$ cat src/decode_pkg.sv
`default_nettype none

package decode_pkg;

    // 2RI12 opcodes, inst[31:22]
    localparam logic [9:0] OP_SLTI  = 10'h008;
    localparam logic [9:0] OP_SLTUI = 10'h009;
    localparam logic [9:0] OP_ADDIW = 10'h00a;
    localparam logic [9:0] OP_ANDI  = 10'h00d;
    localparam logic [9:0] OP_ORI   = 10'h00e;
    localparam logic [9:0] OP_XORI  = 10'h00f;
    localparam logic [9:0] OP_LDB   = 10'h0a0;
    localparam logic [9:0] OP_LDH   = 10'h0a1;
    localparam logic [9:0] OP_LDW   = 10'h0a2;
    localparam logic [9:0] OP_STB   = 10'h0a4;
    localparam logic [9:0] OP_STH   = 10'h0a5;
    localparam logic [9:0] OP_STW   = 10'h0a6;
    localparam logic [9:0] OP_LDBU  = 10'h0a8;
    localparam logic [9:0] OP_LDHU  = 10'h0a9;

    // 3R opcodes, inst[31:15]
    localparam logic [16:0] OP_ADDW = 17'h00020;
    localparam logic [16:0] OP_SUBW = 17'h00022;
    localparam logic [16:0] OP_SLT  = 17'h00024;
    localparam logic [16:0] OP_SLTU = 17'h00025;
    localparam logic [16:0] OP_NOR  = 17'h00028;
    localparam logic [16:0] OP_AND  = 17'h00029;
    localparam logic [16:0] OP_OR   = 17'h0002a;
    localparam logic [16:0] OP_XOR  = 17'h0002b;

    localparam logic [7:0] ALU_NOP   = 8'h00;
    localparam logic [7:0] ALU_ADDW  = 8'h01;  // register-register group
    localparam logic [7:0] ALU_SUBW  = 8'h02;
    localparam logic [7:0] ALU_SLT   = 8'h03;
    localparam logic [7:0] ALU_SLTU  = 8'h04;
    localparam logic [7:0] ALU_NOR   = 8'h05;
    localparam logic [7:0] ALU_AND   = 8'h06;
    localparam logic [7:0] ALU_OR    = 8'h07;
    localparam logic [7:0] ALU_XOR   = 8'h08;
    localparam logic [7:0] ALU_SLTI  = 8'h10;  // immediate group
    localparam logic [7:0] ALU_SLTUI = 8'h11;
    localparam logic [7:0] ALU_ADDIW = 8'h12;
    localparam logic [7:0] ALU_ANDI  = 8'h13;
    localparam logic [7:0] ALU_ORI   = 8'h14;
    localparam logic [7:0] ALU_XORI  = 8'h15;
    localparam logic [7:0] ALU_LDB   = 8'h20;  // memory group
    localparam logic [7:0] ALU_LDH   = 8'h21;
    localparam logic [7:0] ALU_LDW   = 8'h22;
    localparam logic [7:0] ALU_LDBU  = 8'h23;
    localparam logic [7:0] ALU_LDHU  = 8'h24;
    localparam logic [7:0] ALU_STB   = 8'h25;
    localparam logic [7:0] ALU_STH   = 8'h26;
    localparam logic [7:0] ALU_STW   = 8'h27;

    localparam logic [2:0] ALU_SEL_NOP        = 3'd0;
    localparam logic [2:0] ALU_SEL_ARITHMETIC = 3'd1;
    localparam logic [2:0] ALU_SEL_LOAD_STORE = 3'd2;

    localparam logic [6:0] EXCEPTION_INE = 7'h0d;  // instruction not exist

    typedef struct packed {
        logic [31:0] pc;
        logic [31:0] inst;
    } fetch_t;

    typedef struct packed {
        logic [31:0] pc;
        logic [31:0] inst;
        logic [7:0]  aluop;
        logic [2:0]  alusel;
        logic [31:0] imm;
        logic        reg1_read_en;
        logic [4:0]  reg1_read_addr;
        logic        reg2_read_en;
        logic [4:0]  reg2_read_addr;
        logic        reg_write_en;
        logic [4:0]  reg_write_addr;
        logic        is_exception;
        logic [6:0]  exception_cause;
    } dec_t;

endpackage

`default_nettype wire

$ cat src/id_2ri12.sv
`timescale 1ns/1ns
`default_nettype none

module id_2ri12
    import decode_pkg::*;
(
    input  fetch_t fetch,
    output dec_t   dec,
    output logic   hit
);

    typedef enum logic [2:0] {
        K_NONE,
        K_ALU_ZEXT,
        K_ALU_SEXT,
        K_LOAD,
        K_STORE
    } kind_t;

    logic [9:0]  opcode;
    logic [4:0]  rj;
    logic [4:0]  rd;
    logic [11:0] imm12;
    logic [7:0]  aluop;
    kind_t       kind;

    assign opcode = fetch.inst[31:22];
    assign rj     = fetch.inst[9:5];
    assign rd     = fetch.inst[4:0];
    assign imm12  = fetch.inst[21:10];

    always_comb begin
        case (opcode)
            OP_SLTI:  aluop = ALU_SLTI;
            OP_SLTUI: aluop = ALU_SLTUI;
            OP_ADDIW: aluop = ALU_ADDIW;
            OP_ANDI:  aluop = ALU_ANDI;
            OP_ORI:   aluop = ALU_ORI;
            OP_XORI:  aluop = ALU_XORI;
            OP_LDB:   aluop = ALU_LDB;
            OP_LDH:   aluop = ALU_LDH;
            OP_LDW:   aluop = ALU_LDW;
            OP_LDBU:  aluop = ALU_LDBU;
            OP_LDHU:  aluop = ALU_LDHU;
            OP_STB:   aluop = ALU_STB;
            OP_STH:   aluop = ALU_STH;
            OP_STW:   aluop = ALU_STW;
            default:  aluop = ALU_NOP;
        endcase
    end

    // operand handling class per opcode
    always_comb begin
        case (opcode)
            OP_ANDI, OP_ORI, OP_XORI:                 kind = K_ALU_ZEXT;
            OP_SLTI, OP_SLTUI, OP_ADDIW:              kind = K_ALU_SEXT;
            OP_LDB, OP_LDH, OP_LDW, OP_LDBU, OP_LDHU: kind = K_LOAD;
            OP_STB, OP_STH, OP_STW:                   kind = K_STORE;
            default:                                  kind = K_NONE;
        endcase
    end

    assign hit = (kind != K_NONE);

    always_comb begin
        dec        = '0;
        dec.pc     = fetch.pc;
        dec.inst   = fetch.inst;
        dec.aluop  = aluop;
        dec.alusel = ALU_SEL_NOP;
        if (hit) begin
            dec.reg1_read_en   = 1'b1;  // every 2RI12 op reads rj
            dec.reg1_read_addr = rj;
        end
        case (kind)
            K_ALU_ZEXT: begin
                dec.alusel         = ALU_SEL_ARITHMETIC;
                dec.imm            = {20'b0, imm12};
                dec.reg_write_en   = 1'b1;
                dec.reg_write_addr = rd;
            end
            K_ALU_SEXT: begin
                dec.alusel         = ALU_SEL_ARITHMETIC;
                dec.imm            = {{20{imm12[11]}}, imm12};
                dec.reg_write_en   = 1'b1;
                dec.reg_write_addr = rd;
            end
            K_LOAD: begin
                dec.alusel         = ALU_SEL_LOAD_STORE;
                dec.imm            = {{20{imm12[11]}}, imm12};
                dec.reg_write_en   = 1'b1;
                dec.reg_write_addr = rd;
            end
            K_STORE: begin
                dec.alusel         = ALU_SEL_LOAD_STORE;
                dec.reg2_read_en   = 1'b1;  // store data comes from rd
                dec.reg2_read_addr = rd;
            end
            default: begin
                dec.alusel = ALU_SEL_NOP;
            end
        endcase
    end

endmodule

`default_nettype wire

$ cat src/id_3r.sv
`timescale 1ns/1ns
`default_nettype none

module id_3r
    import decode_pkg::*;
(
    input  fetch_t fetch,
    output dec_t   dec,
    output logic   hit
);

    logic [16:0] opcode;
    logic [4:0]  rk;
    logic [4:0]  rj;
    logic [4:0]  rd;
    logic [7:0]  aluop;

    assign opcode = fetch.inst[31:15];
    assign rk     = fetch.inst[14:10];
    assign rj     = fetch.inst[9:5];
    assign rd     = fetch.inst[4:0];

    always_comb begin
        case (opcode)
            OP_ADDW: aluop = ALU_ADDW;
            OP_SUBW: aluop = ALU_SUBW;
            OP_SLT:  aluop = ALU_SLT;
            OP_SLTU: aluop = ALU_SLTU;
            OP_NOR:  aluop = ALU_NOR;
            OP_AND:  aluop = ALU_AND;
            OP_OR:   aluop = ALU_OR;
            OP_XOR:  aluop = ALU_XOR;
            default: aluop = ALU_NOP;
        endcase
    end

    // no 3R op maps onto the nop code
    assign hit = (aluop != ALU_NOP);

    always_comb begin
        dec        = '0;
        dec.pc     = fetch.pc;
        dec.inst   = fetch.inst;
        dec.aluop  = aluop;
        dec.alusel = ALU_SEL_NOP;
        if (hit) begin
            dec.alusel         = ALU_SEL_ARITHMETIC;
            dec.reg1_read_en   = 1'b1;
            dec.reg1_read_addr = rj;
            dec.reg2_read_en   = 1'b1;
            dec.reg2_read_addr = rk;
            dec.reg_write_en   = 1'b1;
            dec.reg_write_addr = rd;
        end
    end

endmodule

`default_nettype wire

$ cat src/id_select.sv
`timescale 1ns/1ns
`default_nettype none

module id_select
    import decode_pkg::*;
(
    input  logic   clk,
    input  logic   reset,
    input  logic   fetch_valid,
    input  fetch_t fetch,
    input  dec_t   dec_2ri12,
    input  logic   hit_2ri12,
    input  dec_t   dec_3r,
    input  logic   hit_3r,
    output logic   id_valid,
    output dec_t   id_out
);

    dec_t dec_next;

    always_comb begin
        if (hit_2ri12) begin
            dec_next = dec_2ri12;
        end else if (hit_3r) begin
            dec_next = dec_3r;
        end else begin
            dec_next                 = '0;
            dec_next.pc              = fetch.pc;
            dec_next.inst            = fetch.inst;
            dec_next.aluop           = ALU_NOP;
            dec_next.alusel          = ALU_SEL_NOP;
            dec_next.is_exception    = 1'b1;  // unknown word
            dec_next.exception_cause = EXCEPTION_INE;
        end
    end

    always_ff @(posedge clk) begin
        if (reset) begin
            id_valid <= 1'b0;
            id_out   <= '0;
        end else begin
            id_valid <= fetch_valid;
            if (fetch_valid) begin
                id_out <= dec_next;  // holds over idle cycles
            end
        end
    end

    // the two opcode spaces must stay disjoint
    a_one_hit: assert property (
        @(posedge clk) disable iff (reset)
        fetch_valid |-> !(hit_2ri12 && hit_3r)
    );

    a_exc_no_write: assert property (
        @(posedge clk) disable iff (reset)
        !(id_out.is_exception && id_out.reg_write_en)
    );

    a_reset_valid: assert property (
        @(posedge clk)
        reset |=> !id_valid
    );

endmodule

`default_nettype wire

$ cat src/id_stage.sv
`timescale 1ns/1ns
`default_nettype none

module id_stage
    import decode_pkg::*;
(
    input  logic   clk,
    input  logic   reset,
    input  logic   fetch_valid,
    input  fetch_t fetch,
    output logic   id_valid,
    output dec_t   id_out
);

    dec_t dec_2ri12;
    dec_t dec_3r;
    logic hit_2ri12;
    logic hit_3r;

    id_2ri12 u_id_2ri12 (
        .fetch (fetch),
        .dec   (dec_2ri12),
        .hit   (hit_2ri12)
    );

    id_3r u_id_3r (
        .fetch (fetch),
        .dec   (dec_3r),
        .hit   (hit_3r)
    );

    id_select u_id_select (
        .clk         (clk),
        .reset       (reset),
        .fetch_valid (fetch_valid),
        .fetch       (fetch),
        .dec_2ri12   (dec_2ri12),
        .hit_2ri12   (hit_2ri12),
        .dec_3r      (dec_3r),
        .hit_3r      (hit_3r),
        .id_valid    (id_valid),
        .id_out      (id_out)
    );

endmodule

`default_nettype wire

$ cat config.mk
export PLATFORM = sky130hd
export DESIGN_NAME = id_stage
export DESIGN_NICKNAME = d
export VERILOG_FILES = /design/src/decode_pkg.sv /design/src/id_2ri12.sv /design/src/id_3r.sv /design/src/id_select.sv /design/src/id_stage.sv
export SDC_FILE = /design/constraint.sdc
export NUM_CORES = 1
export LEC_CHECK = 0
export ABC_AREA = 1
export BUFFER_PORTS_ARGS = -buffer_cell sky130_fd_sc_hd__buf_2
export CAP_MARGIN = 25
export CORE_MARGIN = 3
export CORE_UTILIZATION = 35
export CTS_CLUSTER_SIZE = 12
export DETAILED_ROUTE_END_ITERATION = 10
export GPL_TIMING_DRIVEN = 0
export PLACE_DENSITY = 0.65
export SYNTH_ARGS = -nofsm -noshare
export SYNTH_HDL_FRONTEND = slang
export SYNTH_SLANG_ARGS = --single-unit
$ cat constraint.sdc
create_clock -name clk -period 1.38 [get_ports clk]
set_input_delay 0.138 -clock clk [delete_from_list [all_inputs] [get_ports clk]]
set_output_delay 0.138 -clock clk [all_outputs]
set_load 0.01 [all_outputs]
==> impl_metrics.csv, run 1 <==
group,metric,value,unit
yosys,muxShareOfSynthArea,0,%
floorplanning,coreArea,0.0118,mm^2
power_and_ir_drop,vdd_ir_drop_max,0.555,mV
floorplanning,num_io_pins,201,
floorplanning,die_area,0.0137,mm^2
timing,setup_violations,0,
clock_network,clk_pin_slew,80,ps
global_routing,grt_max_degree,22,
power_and_ir_drop,p_switching,1.71,mW
setup_path,worst_ep_arrival_time,1070,ps
cells_and_area,drive_gt1_share,34.0,%
cells_and_area,area_growth_syn_to_layout,40.1,%
yosys,ys_seq_area_share,48.6,%
yosys,ys_async_sr_fraction,0,%
setup_path,worstPathMaxFanout,21,
cells_and_area,n_antenna_cell,0,
placement,dp_hpwl,10400,um
clock_network,post_cts_buffers,0,
yosys,synthSimpleGateAreaFrac,27.0,%
floorplanning,die_x,117,um
clock_network,clock_sinks,105,
timing,setup_tns,0,ps
cells_and_area,fin_nets,862,
yosys,ys_ff_latch,105,
power_and_ir_drop,power.clock.fraction,38.9,%
timing,layout_min_cycle_time,1210,ps
yosys,synth_top_family_by_area,"simple AND/OR/NAND/NOR gates",
power_and_ir_drop,pwr-share-seq,49.7,%
global_routing,grt_pass1_wl,20600,um
floorplanning,rows,39,
timing,worst-slew-pin-transition,526,ps
timing,clock.fmax,829,MHz
yosys,synth_edf_count,0,
yosys,synth.distinct_cells,25,
route,wire_per_inst,14.1,um
clock_network,numCtsBuffers,9,
setup_path,worst_setup_path_end_kind,"output port",
clock_network,clk_latency,340,ps
yosys,ys.flop_type,"dfxtp_1",
global_routing,gr-total-overflow,0,
timing,hold_viol_final,0,
placement,gp_congestion,0.817,
timing,rsz0062_at_grt,"false",
placement,placed_cell_area,0.00551,mm^2
setup_path,worst-setup-path-type,"flop to output port",
yosys,synthCells,563,
yosys,synthXorXnorAreaFrac,0,%
placement,numPortBuffers,191,
route,first_pass_iters,4,
route,viasPerCell,4.57,
yosys,synth_compound_area_share,13.1,%
run,max-cap-violations,0,
global_routing,antenna_found_initial,0,
cells_and_area,final_cell_area,0.00606,mm^2
clock_network,root_buffer,"clkbuf_16",
setup_path,required,1240,ps
cells_and_area,fin_util,51.6,%
yosys,yosysWarningCount,0,
power_and_ir_drop,cellPowerDensity,1060,mW/mm^2
clock_network,cts_buffer_depth,2,
timing,final_max_slew_viol_count,0,
yosys,syn_area,0.00433,mm^2
setup_path,start_kind,"flop",
route,dr_total_vias,4407,
floorplanning,start_util,36.8,%
timing,fin_skew,0,ps
global_routing,grt_usage,19.2,%
clock_network,cts_tree,"done",
timing,fin_crit_sh,87.4,%
power_and_ir_drop,combPwrFrac,11.5,%
route,postRouteWirelength,13600,um
clock_network,h-tree-depth,3,
status,outcome,"finished, final reports clean",
floorplanning,die_h,117,um
global_routing,grt_pass1_vias,4086,
yosys,synth_fa_ha_area_share,0,%
timing,slew_headroom,65.0,%
route,post-route-drc-count,0,
power_and_ir_drop,power.total,6.45,mW
power_and_ir_drop,p_int,4.74,mW
route,ant_nets,0,
worst_hold_path,min_path_type,"primary input to flop",
route,drt_iter0_drc,280,
power_and_ir_drop,p_sw_share,26.5,%
yosys,synth_area_per_cell,7.68,um^2
power_and_ir_drop,p_leak,3.27,nW
[critical path, cell delays in order, from the launching register on]
cell and delay (ps):
dfxtp_4 470, buf_4 140, buf_2 120
[routing by layer]
| metal | up-vias | track usage (%) | part of all wire [%] | wire length, um |
|---|---|---|---|---|
| li1 | 2252 | - | - | - |
| met1 | 2012 | 24.1 | 43 | 5790 |
| met2 | 130 | 33.3 | 50 | 6850 |
| met3 | 13 | 3.75 | 5.5 | 745 |
| met4 | 0 | 5.73 | 1.5 | 199 |
| met5 | - | 0 | 0 | 0 |
[registers in the layout (all words and copies together) (netlist names)]
name,flops
u_id_select.id_valid,1
u_id_select.id_out,104
[layout make-up]
cell class | count | area, um^2
Buffer | 56 | 360
Clock buffer | 9 | 225
Clock inverter | 7 | 71.3
Fill cell | 1161 | 5700
Inverter | 34 | 128
Multi-Input combinational cell | 374 | 1770
Sequential cell | 105 | 2110
Tap cell | 164 | 205
Timing Repair Buffer | 215 | 1200
[Yosys cell counts (2+ instances only)]
library cell | count | area, um^2
clkbuf_1 | 11 | 41.3
a21oi_1 | 16 | 80.1
buf_4 | 30 | 225
nand3_1 | 39 | 195
nor2_4 | 3 | 33.8
buf_6 | 3 | 33.8
o31ai_1 | 4 | 30.0
nor2_2 | 4 | 25.0
a22o_1 | 32 | 280
nand2_2 | 2 | 12.5
o21ai_1 | 10 | 50.1
nand2_1 | 162 | 608
inv_2 | 2 | 7.51
nor2_1 | 62 | 233
dfxtp_1 | 105 | 2100
o21ai_0 | 25 | 125
nand3_2 | 3 | 30.0
buf_2 | 10 | 50.1
buf_1 | 2 | 7.51
nand4_1 | 2 | 12.5
inv_1 | 31 | 116
nor3_1 | 2 | 10.0
[metrics by stage]
stage	instances	hold slack [ps]	setup WS, ps
after floorplan	569	255	158
after global placement	924	350	-350
after detailed placement	924	350	-361
after CTS	963	1.34	16.1
after global routing	964	6.40	21.7
final	964	6.42	174
[power by group through the flow]
stage	combinational, mW	sequential [mW]	clock, mW
2_1_floorplan	0.297	3.33	0
3_3_place_gp	0.677	3.27	0
3_5_place_dp	0.686	3.27	0
4_1_cts	0.739	3.20	2.55
5_1_grt	0.823	3.22	2.67
6_report	0.740	3.20	2.51
[logic make-up after synthesis]
kind of cell | Yosys count
and+or+nand+nor | 280
buffers and inverters | 90
DFF | 105
other | 1
AOI/OAI and AO/OA | 87
[final timing paths]
path | slack [ps] | from | cells past startpoint | end
setup / recovery | 170 | u_id_select.id_out[56] | 2 | id_out[48]
hold / removal | 6 | fetch[57] | 2 | u_id_select.id_out[126]
setup reg to reg | 610 | u_id_select.id_out[14] | 4 | u_id_select.id_out[14]
hold reg to reg | 450 | u_id_select.id_out[77] | 2 | u_id_select.id_out[77]
[cell usage in the layout (no fill, tap or decap), drive strengths merged]
master | synthesis | routed
clkbuf | 11 | 20
a21oi | 16 | 16
nand2 | 164 | 164
buf | 45 | 236
nor3 | 3 | 3
conb | 1 | 7
o31ai | 4 | 4
nor2 | 69 | 69
nand3 | 42 | 42
dlygate4sd3 | 0 | 24
nand4 | 2 | 2
dfxtp | 105 | 105
clkinvlp | 0 | 2
o21ai | 35 | 35
inv | 33 | 36
a22o | 32 | 32
clkinv | 1 | 3
[timing repair]
action                                  4_1_cts  5_1_grt
gates resized for setup                       2        7
endpoints found under the setup margin       21       60
endpoints found under the hold margin        23        1
hold buffers                                 23        1
Power figures use the tool's default switching activity.
==> run 2: changes to the inputs <==
--- a/config.mk
+++ b/config.mk
@@ -13,7 +13,8 @@
 export CTS_CLUSTER_SIZE = 12
 export DETAILED_ROUTE_END_ITERATION = 10
 export GPL_TIMING_DRIVEN = 0
-export PLACE_DENSITY = 0.65
+export PLACE_DENSITY = 0.57
 export SYNTH_ARGS = -nofsm -noshare
 export SYNTH_HDL_FRONTEND = slang
+export SYNTH_HIERARCHICAL = 1
 export SYNTH_SLANG_ARGS = --single-unit
==> run 2 against run 1 <==
  * Critical path depth up 11
  * Synthesized area rose by 120%
  * Setup slack lost 140 ps
  * Combinational power grew to 2.8 times the previous value
  * Hold slack improved by 58 ps
  * Wire length increased by 120%
  * Final cell count up 120%
  * Non-clock buffer count up 257
  * Via count is 110% higher
  * Power grew 70%
  * Flip-flop and latch count up 29
  * Largest power group is now the clock network
  * Synthesized cell count rose to 2.5 times the previous value
==> impl_metrics.csv, run 2 <==
group,metric,value,unit
timing,rsz0062_at_grt,"true",
placement,placed_cell_area,0.0114,mm^2
yosys,ys_seq_area_share,28.3,%
power_and_ir_drop,combPwrFrac,18.6,%
floorplanning,die_x,170,um
yosys,netlist_top_cells_count,"a21oi_1, nand2_1, buf_4, inv_1, dfxtp_1",
setup_path,start_kind,"primary input",
yosys,synth.most_common_cell,"a21oi_1",
route,dr_total_vias,9394,
timing,final.setup.worst_slack,32.7,ps
cells_and_area,reg_top3,"u_id_select/id_out (133), u_id_select/id_valid (1)",
setup_path,worst_setup_path_end_kind,"flop",
cells_and_area,drive_gt1_share,38.7,%
clock_network,h-tree-depth,4,
power_and_ir_drop,p_leak,6.74,nW
yosys,synth_area_leaders,"dfxtp_1, buf_4, a21oi_1, nand2_1, inv_1",
worst_hold_path,min_path_type,"primary input to flop",
placement,dp_worst_setup_slack,-954,ps
cells_and_area,fin_cells,2073,
setup_path,required,1730,ps
timing,final_max_slew_viol_count,0,
setup_path,ff2ff_setup_slack,690,ps
worst_hold_path,holdCritStartpoint,"reset",
yosys,synth_edf_count,0,
route,postRouteWirelength,30200,um
setup_path,worst_ep_arrival_time,1700,ps
floorplanning,die_h,170,um
cells_and_area,fin_nets,1793,
cells_and_area,layout_common_cells,"a21oi_1, buf_4, nand2_1, buf_2, inv_1",
worst_hold_path,holdPathStages,4,
setup_path,worstPathMaxFanout,8,
setup_path,r2r_end,"u_id_select/id_out[107]",
timing,hold_viol_final,0,
power_and_ir_drop,power.total,11.0,mW
yosys,synth_top_family_by_area,"buffers and inverters",
power_and_ir_drop,vdd_ir_drop_max,0.710,mV
placement,dp_hpwl,21200,um
route,drt_iter0_drc,541,
yosys,synth_compound_area_share,22.6,%
power_and_ir_drop,p_switching,3.02,mW
floorplanning,coreArea,0.0264,mm^2
yosys,yosysTopAreaCell,"dfxtp_1",
yosys,synth.distinct_cells,32,
route,ant_nets,0,
yosys,synthSimpleGateAreaFrac,18.5,%
global_routing,grt_max_degree,17,
yosys,ys_async_sr_fraction,0,%
yosys,synthXorXnorAreaFrac,0,%
status,outcome,"finished, final reports clean",
route,first_pass_iters,8,
global_routing,grt_pass1_wl,46700,um
timing,layout_min_cycle_time,1350,ps
setup_path,r2r_start,"u_id_select/id_out[107]",
route,wire_per_inst,14.6,um
floorplanning,die_area,0.0291,mm^2
timing,whs,64.8,ps
clock_network,cts_buffer_depth,2,
power_and_ir_drop,p_sw_share,27.6,%
cells_and_area,area_growth_syn_to_layout,35.1,%
yosys,ys_ff_latch,134,
yosys,synthCells,1423,
cells_and_area,final_cell_area,0.0128,mm^2
yosys,yosysWarningCount,6,
route,viasPerCell,4.53,
cells_and_area,mostFrequentLayoutCell,"a21oi_1",
global_routing,gr-total-overflow,0,
timing,fin_skew,0,ps
global_routing,grt_pass1_vias,8773,
setup_path,worst_r2r_path_depth,2,
yosys,muxShareOfSynthArea,0,%
yosys,ys.flop_type,"dfxtp_1",
timing,setup_tns,0,ps
clock_network,root_buffer,"clkbuf_16",
power_and_ir_drop,p_int,7.93,mW
timing,clock.fmax,742,MHz
worst_hold_path,worst_hold_path.endpoint,"u_id_select/id_out[3]",
yosys,syn_area,0.00947,mm^2
global_routing,antenna_found_initial,1,
clock_network,numCtsBuffers,17,
clock_network,cts_tree,"done",
cells_and_area,largest_reg_flops,133,
setup_path,worst-setup-path-type,"primary input to flop",
placement,dp.cells,2013,
timing,setup_violations,0,
global_routing,grt_usage,20.1,%
floorplanning,num_io_pins,201,
power_and_ir_drop,pwr-share-seq,38.5,%
yosys,synth_fa_ha_area_share,0,%
power_and_ir_drop,cellPowerDensity,856,mW/mm^2
timing,fin_crit_sh,97.6,%
run,max-cap-violations,0,
cells_and_area,top_register,"u_id_select/id_out",
placement,numPortBuffers,199,
power_and_ir_drop,power.clock.fraction,42.9,%
floorplanning,rows,59,
route,post-route-drc-count,0,
placement,gp_congestion,0.795,
yosys,synth_top_area_share,28.3,%
yosys,synth_area_per_cell,6.65,um^2
clock_network,clk_pin_slew,60,ps
cells_and_area,fin_util,48.5,%
floorplanning,start_util,35.9,%
clock_network,clk_latency,410,ps
clock_network,clock_sinks,134,
==> run 2: cell types whose count changed in the layout (fill, tap and decap cells not counted), moves of 32 or more <==
| cell | before | now |
|---|---|---|
| buf_4 | 30 | 217 |
| a21oi_2 | 0 | 41 |
| a21oi_1 | 16 | 225 |
| inv_1 | 31 | 172 |
| a22o_1 | 32 | 0 |
| nand2_1 | 160 | 210 |
| buf_6 | 3 | 51 |
| o21ai_0 | 25 | 114 |
| conb_1 | 7 | 58 |
==> run 2: worst max-delay path, stage by stage <==
cell and delay, ps:
buf_8 120, inv_4 50, nand2_2 60, nor2_4 160
nand3b_1 150, buf_4 170, nand2_4 80, nor2_8 60
a21boi_4 240, buf_12 170, buf_4 120, a21oi_1 60
a21oi_1 120
==> run 2: what timing repair did <==
item / 4_1_cts / 5_1_grt
gates resized for setup: 45 / 84
pin swaps: 11 / 19
hold buffers: 1 / 0
endpoints found under the hold margin: 1 / 0
buffers inserted: 16 / 8
setup endpoints to repair: 126 / 112
cloned: 1 / 5
==> run 2: layout make-up <==
class | instances | area, um^2
Tap cell | 335 | 419
Antenna cell | 1 | 2.50
Clock inverter | 12 | 155
Timing Repair Buffer | 229 | 1450
Fill cell | 2703 | 13600
Multi-Input combinational cell | 859 | 4470
Inverter | 186 | 749
Buffer | 299 | 2430
Clock buffer | 18 | 439
Sequential cell | 134 | 2680
==> run 2: cell families (layout without fill, tap and decap cells) <==
logic type / count (synthesis) / count (layout)
other cells: 2 / 59
compound gates: 412 / 413
simple gates: 388 / 388
flops: 134 / 134
buf+inv: 487 / 744
==> run 2: layer usage <==
layer,routed length [um],part of all wire (%),global-route usage (%),vias up
met5,0,0,0,-
met4,361,1.2,4.73,0
met3,2140,7.1,5.53,23
met2,14000,46,32.8,234
met1,13700,45,26.5,4243
li1,-,-,-,4894
==> run 2: worst max path at each step <==
stage	from	to	slack, ps	depth (start not counted)
finish	fetch[24]	u_id_select/id_out[57]	30	13
global route	fetch[26]	u_id_select/id_out[30]	-40	11
CTS	fetch[28]	u_id_select/id_out[59]	-10	13
detailed placement	fetch[26]	u_id_select/id_out[74]	-950	13
global placement	fetch[26]	u_id_select/id_out[75]	-910	13
floorplan	fetch[24]	u_id_select/id_out[10]	-260	15
==> run 2: power groups by stage <==
stage | registers, mW | clock network (mW) | logic [mW]
after global routing | 4.25 | 4.97 | 2.26
after floorplan | 4.40 | 0 | 1.14
final | 4.22 | 4.70 | 2.04
after detailed placement | 4.31 | 0 | 1.93
after CTS | 4.22 | 4.80 | 1.97
after global placement | 4.30 | 0 | 1.92
==> run 3: changes to the inputs <==
==> constraint.sdc (replaced) <==
create_clock -name clk -period 1.5 [get_ports clk]
set_input_delay 0.15 -clock clk [delete_from_list [all_inputs] [get_ports clk]]
set_output_delay 0.15 -clock clk [all_outputs]
set_load 0.01 [all_outputs]
==> run 3 against run 2 <==
  * Power fell by 9.3%
  * Die area did not move
  * Highest routed layer is now met5
  * Critical path type unchanged
  * First-iteration DRC count is 1.1% lower
  * Sequential share of layout area is 0.91 points higher
==> impl_metrics.csv, run 3 (synthesized netlist as in run 2, its figures left out) <==
group,metric,value,unit
power_and_ir_drop,power.clock.fraction,42.7,%
timing,fin_skew,0,ps
setup_path,r2r_end,"u_id_select/id_out[96]",
clock_network,cts_buffer_depth,2,
setup_path,cp_num_buf_inv,6,
global_routing,grt_pass1_vias,8671,
timing,final.setup.worst_slack,69.4,ps
clock_network,ctsHoldBuffers,0,
power_and_ir_drop,p_int,7.15,mW
setup_path,worst-setup-path-type,"primary input to flop",
floorplanning,start_util,35.9,%
route,drt_iter0_drc,535,
cells_and_area,largest_reg_flops,133,
setup_path,crit_chain,"clkbuf_4, nor2_1, inv_1, a21oi_2, nand3_4, buf_12, clkinv_4, buf_8, buf_6, nand3_1, a21oi_2",
run,max-cap-violations,0,
cells_and_area,drive_gt1_share,36.1,%
global_routing,grt_max_degree,17,
power_and_ir_drop,pwr-share-seq,39.1,%
power_and_ir_drop,vdd_ir_drop_max,0.639,mV
setup_path,cp_common_cell,"a21oi_2",
cells_and_area,n_antenna_cell,0,
setup_path,worst_r2r_path_depth,2,
worst_hold_path,holdPathStages,2,
floorplanning,num_io_pins,201,
placement,placed_cell_area,0.0112,mm^2
route,viasPerCell,4.54,
cells_and_area,mostFrequentLayoutCell,"a21oi_1",
timing,fin_crit_sh,95.4,%
worst_hold_path,holdCritStartpoint,"reset",
route,first_pass_iters,5,
worst_hold_path,min_path_type,"primary input to flop",
worst_hold_path,worst_hold_path.endpoint,"u_id_select/id_valid",
global_routing,grt_pass1_wl,46400,um
global_routing,grt_usage,20.3,%
clock_network,clk_latency,420,ps
setup_path,worstPathMaxFanout,10,
cells_and_area,top_register,"u_id_select/id_out",
clock_network,clock_sinks,134,
placement,gp_congestion,0.830,
setup_path,ff2ff_setup_slack,790,ps
route,dr_total_vias,9367,
power_and_ir_drop,p_sw_share,28.0,%
floorplanning,die_area,0.0291,mm^2
power_and_ir_drop,p_switching,2.78,mW
timing,final_max_slew_viol_count,0,
cells_and_area,fin_util,46.5,%
placement,dp.cells,2013,
placement,dp_hpwl,21400,um
route,ant_nets,0,
clock_network,cts_tree,"done",
setup_path,r2r_start,"u_id_select/id_out[96]",
setup_path,worst_setup_path_end_kind,"flop",
setup_path,crit_cells,11,
global_routing,gr-total-overflow,0,
route,postRouteWirelength,30100,um
clock_network,h-tree-depth,4,
setup_path,critical_path.top_delay_family,"buffers and inverters",
cells_and_area,final_cell_area,0.0123,mm^2
cells_and_area,area_growth_syn_to_layout,29.5,%
floorplanning,die_x,170,um
timing,setup_violations,0,
route,post-route-drc-count,0,
power_and_ir_drop,combPwrFrac,18.2,%
power_and_ir_drop,p_leak,6.59,nW
clock_network,root_buffer,"clkbuf_16",
global_routing,antenna_found_initial,2,
cells_and_area,fillCellCount,2718,
power_and_ir_drop,cellPowerDensity,810,mW/mm^2
placement,numPortBuffers,199,
cells_and_area,layout_common_cells,"a21oi_1, buf_4, nand2_1, buf_2, inv_1",
setup_path,required,1860,ps
clock_network,clk_pin_slew,60,ps
setup_path,worst_ep_arrival_time,1790,ps
floorplanning,coreArea,0.0264,mm^2
setup_path,start_kind,"primary input",
cells_and_area,fin_nets,1782,
timing,clock.fmax,699,MHz
floorplanning,die_h,170,um
status,outcome,"finished, final reports clean",
setup_path,crit_path_max_incr_delay,230,ps
setup_path,cpMaxStageDelayCell,"a21oi_2",
clock_network,numCtsBuffers,17,
timing,hold_viol_final,0,
floorplanning,rows,59,
placement,dp_worst_setup_slack,-898,ps
route,wire_per_inst,14.6,um
cells_and_area,fin_cells,2063,
timing,layout_min_cycle_time,1430,ps
cells_and_area,reg_top3,"u_id_select/id_out (133), u_id_select/id_valid (1)",
power_and_ir_drop,power.total,9.93,mW
-- run 3: cell types whose count changed in the layout (fill, tap and decap cells not counted), sizes merged --
cell | previous run | this run
buf | 492 | 478
clkbuf | 53 | 59
bufinv | 3 | 2
clkinv | 6 | 7
diode | 1 | 0
dlygate4sd3 | 1 | 0
-- run 3: per-layer routing --
layer / GRT usage, % / part of all wire, %
met1: 26.1 / 45
met2: 34.0 / 47
met3: 5.71 / 6.8
met4: 4.37 / 1.2
met5: 0 / 0.070
-- run 3: worst max path at each step --
stage,start,to
5_1_grt,fetch[22],u_id_select/id_out[115]
3_3_place_gp,fetch[31],u_id_select/id_out[101]
3_5_place_dp,fetch[31],u_id_select/id_out[77]
4_1_cts,fetch[30],u_id_select/id_out[124]
6_report,fetch[22],u_id_select/id_out[110]
2_1_floorplan,fetch[24],u_id_select/id_out[10]
-- run 3: cell type report --
class                           instances  area, um^2  share of cell area (%)
Multi-Input combinational cell        859        4300                    35.1
Sequential cell                       134        2680                    21.9
Buffer                                299        2340                    19.1
Timing Repair Buffer                  218        1220                    9.93
Inverter                              186         718                    5.86
Clock buffer                           20         457                    3.73
Tap cell                              335         419                    3.42
Clock inverter                         12         126                    1.03
-- run 3: worst register-to-register path, stage by stage, from the launching register on --
cell and delay, ps:
dfxtp_1 300, o21ai_0 250, a21oi_2 50
-- run 3: repair_timing --
action | in CTS | in global routing
gates cloned | 1 | 2
pin swaps | 8 | 13
setup buffers | 9 | 8
endpoints found under the setup margin | 126 | 116
resized for setup | 45 | 50
-- run 3: through the flow --
step           hold WS [ps]  TNS [ps]
6_report               31.1         0
5_1_grt                14.2     -46.3
4_1_cts                11.9         0
3_5_place_dp            454    -98520
3_3_place_gp            455    -99550
2_1_floorplan           222    -10510
-- run 3: power groups by stage --
stage	clock network, mW	registers [mW]	logic [mW]
2_1_floorplan	0	4.05	1.03
6_report	4.24	3.88	1.81
3_3_place_gp	0	3.96	1.74
3_5_place_dp	0	3.96	1.75
5_1_grt	4.54	3.90	2.01
4_1_cts	4.37	3.88	1.78
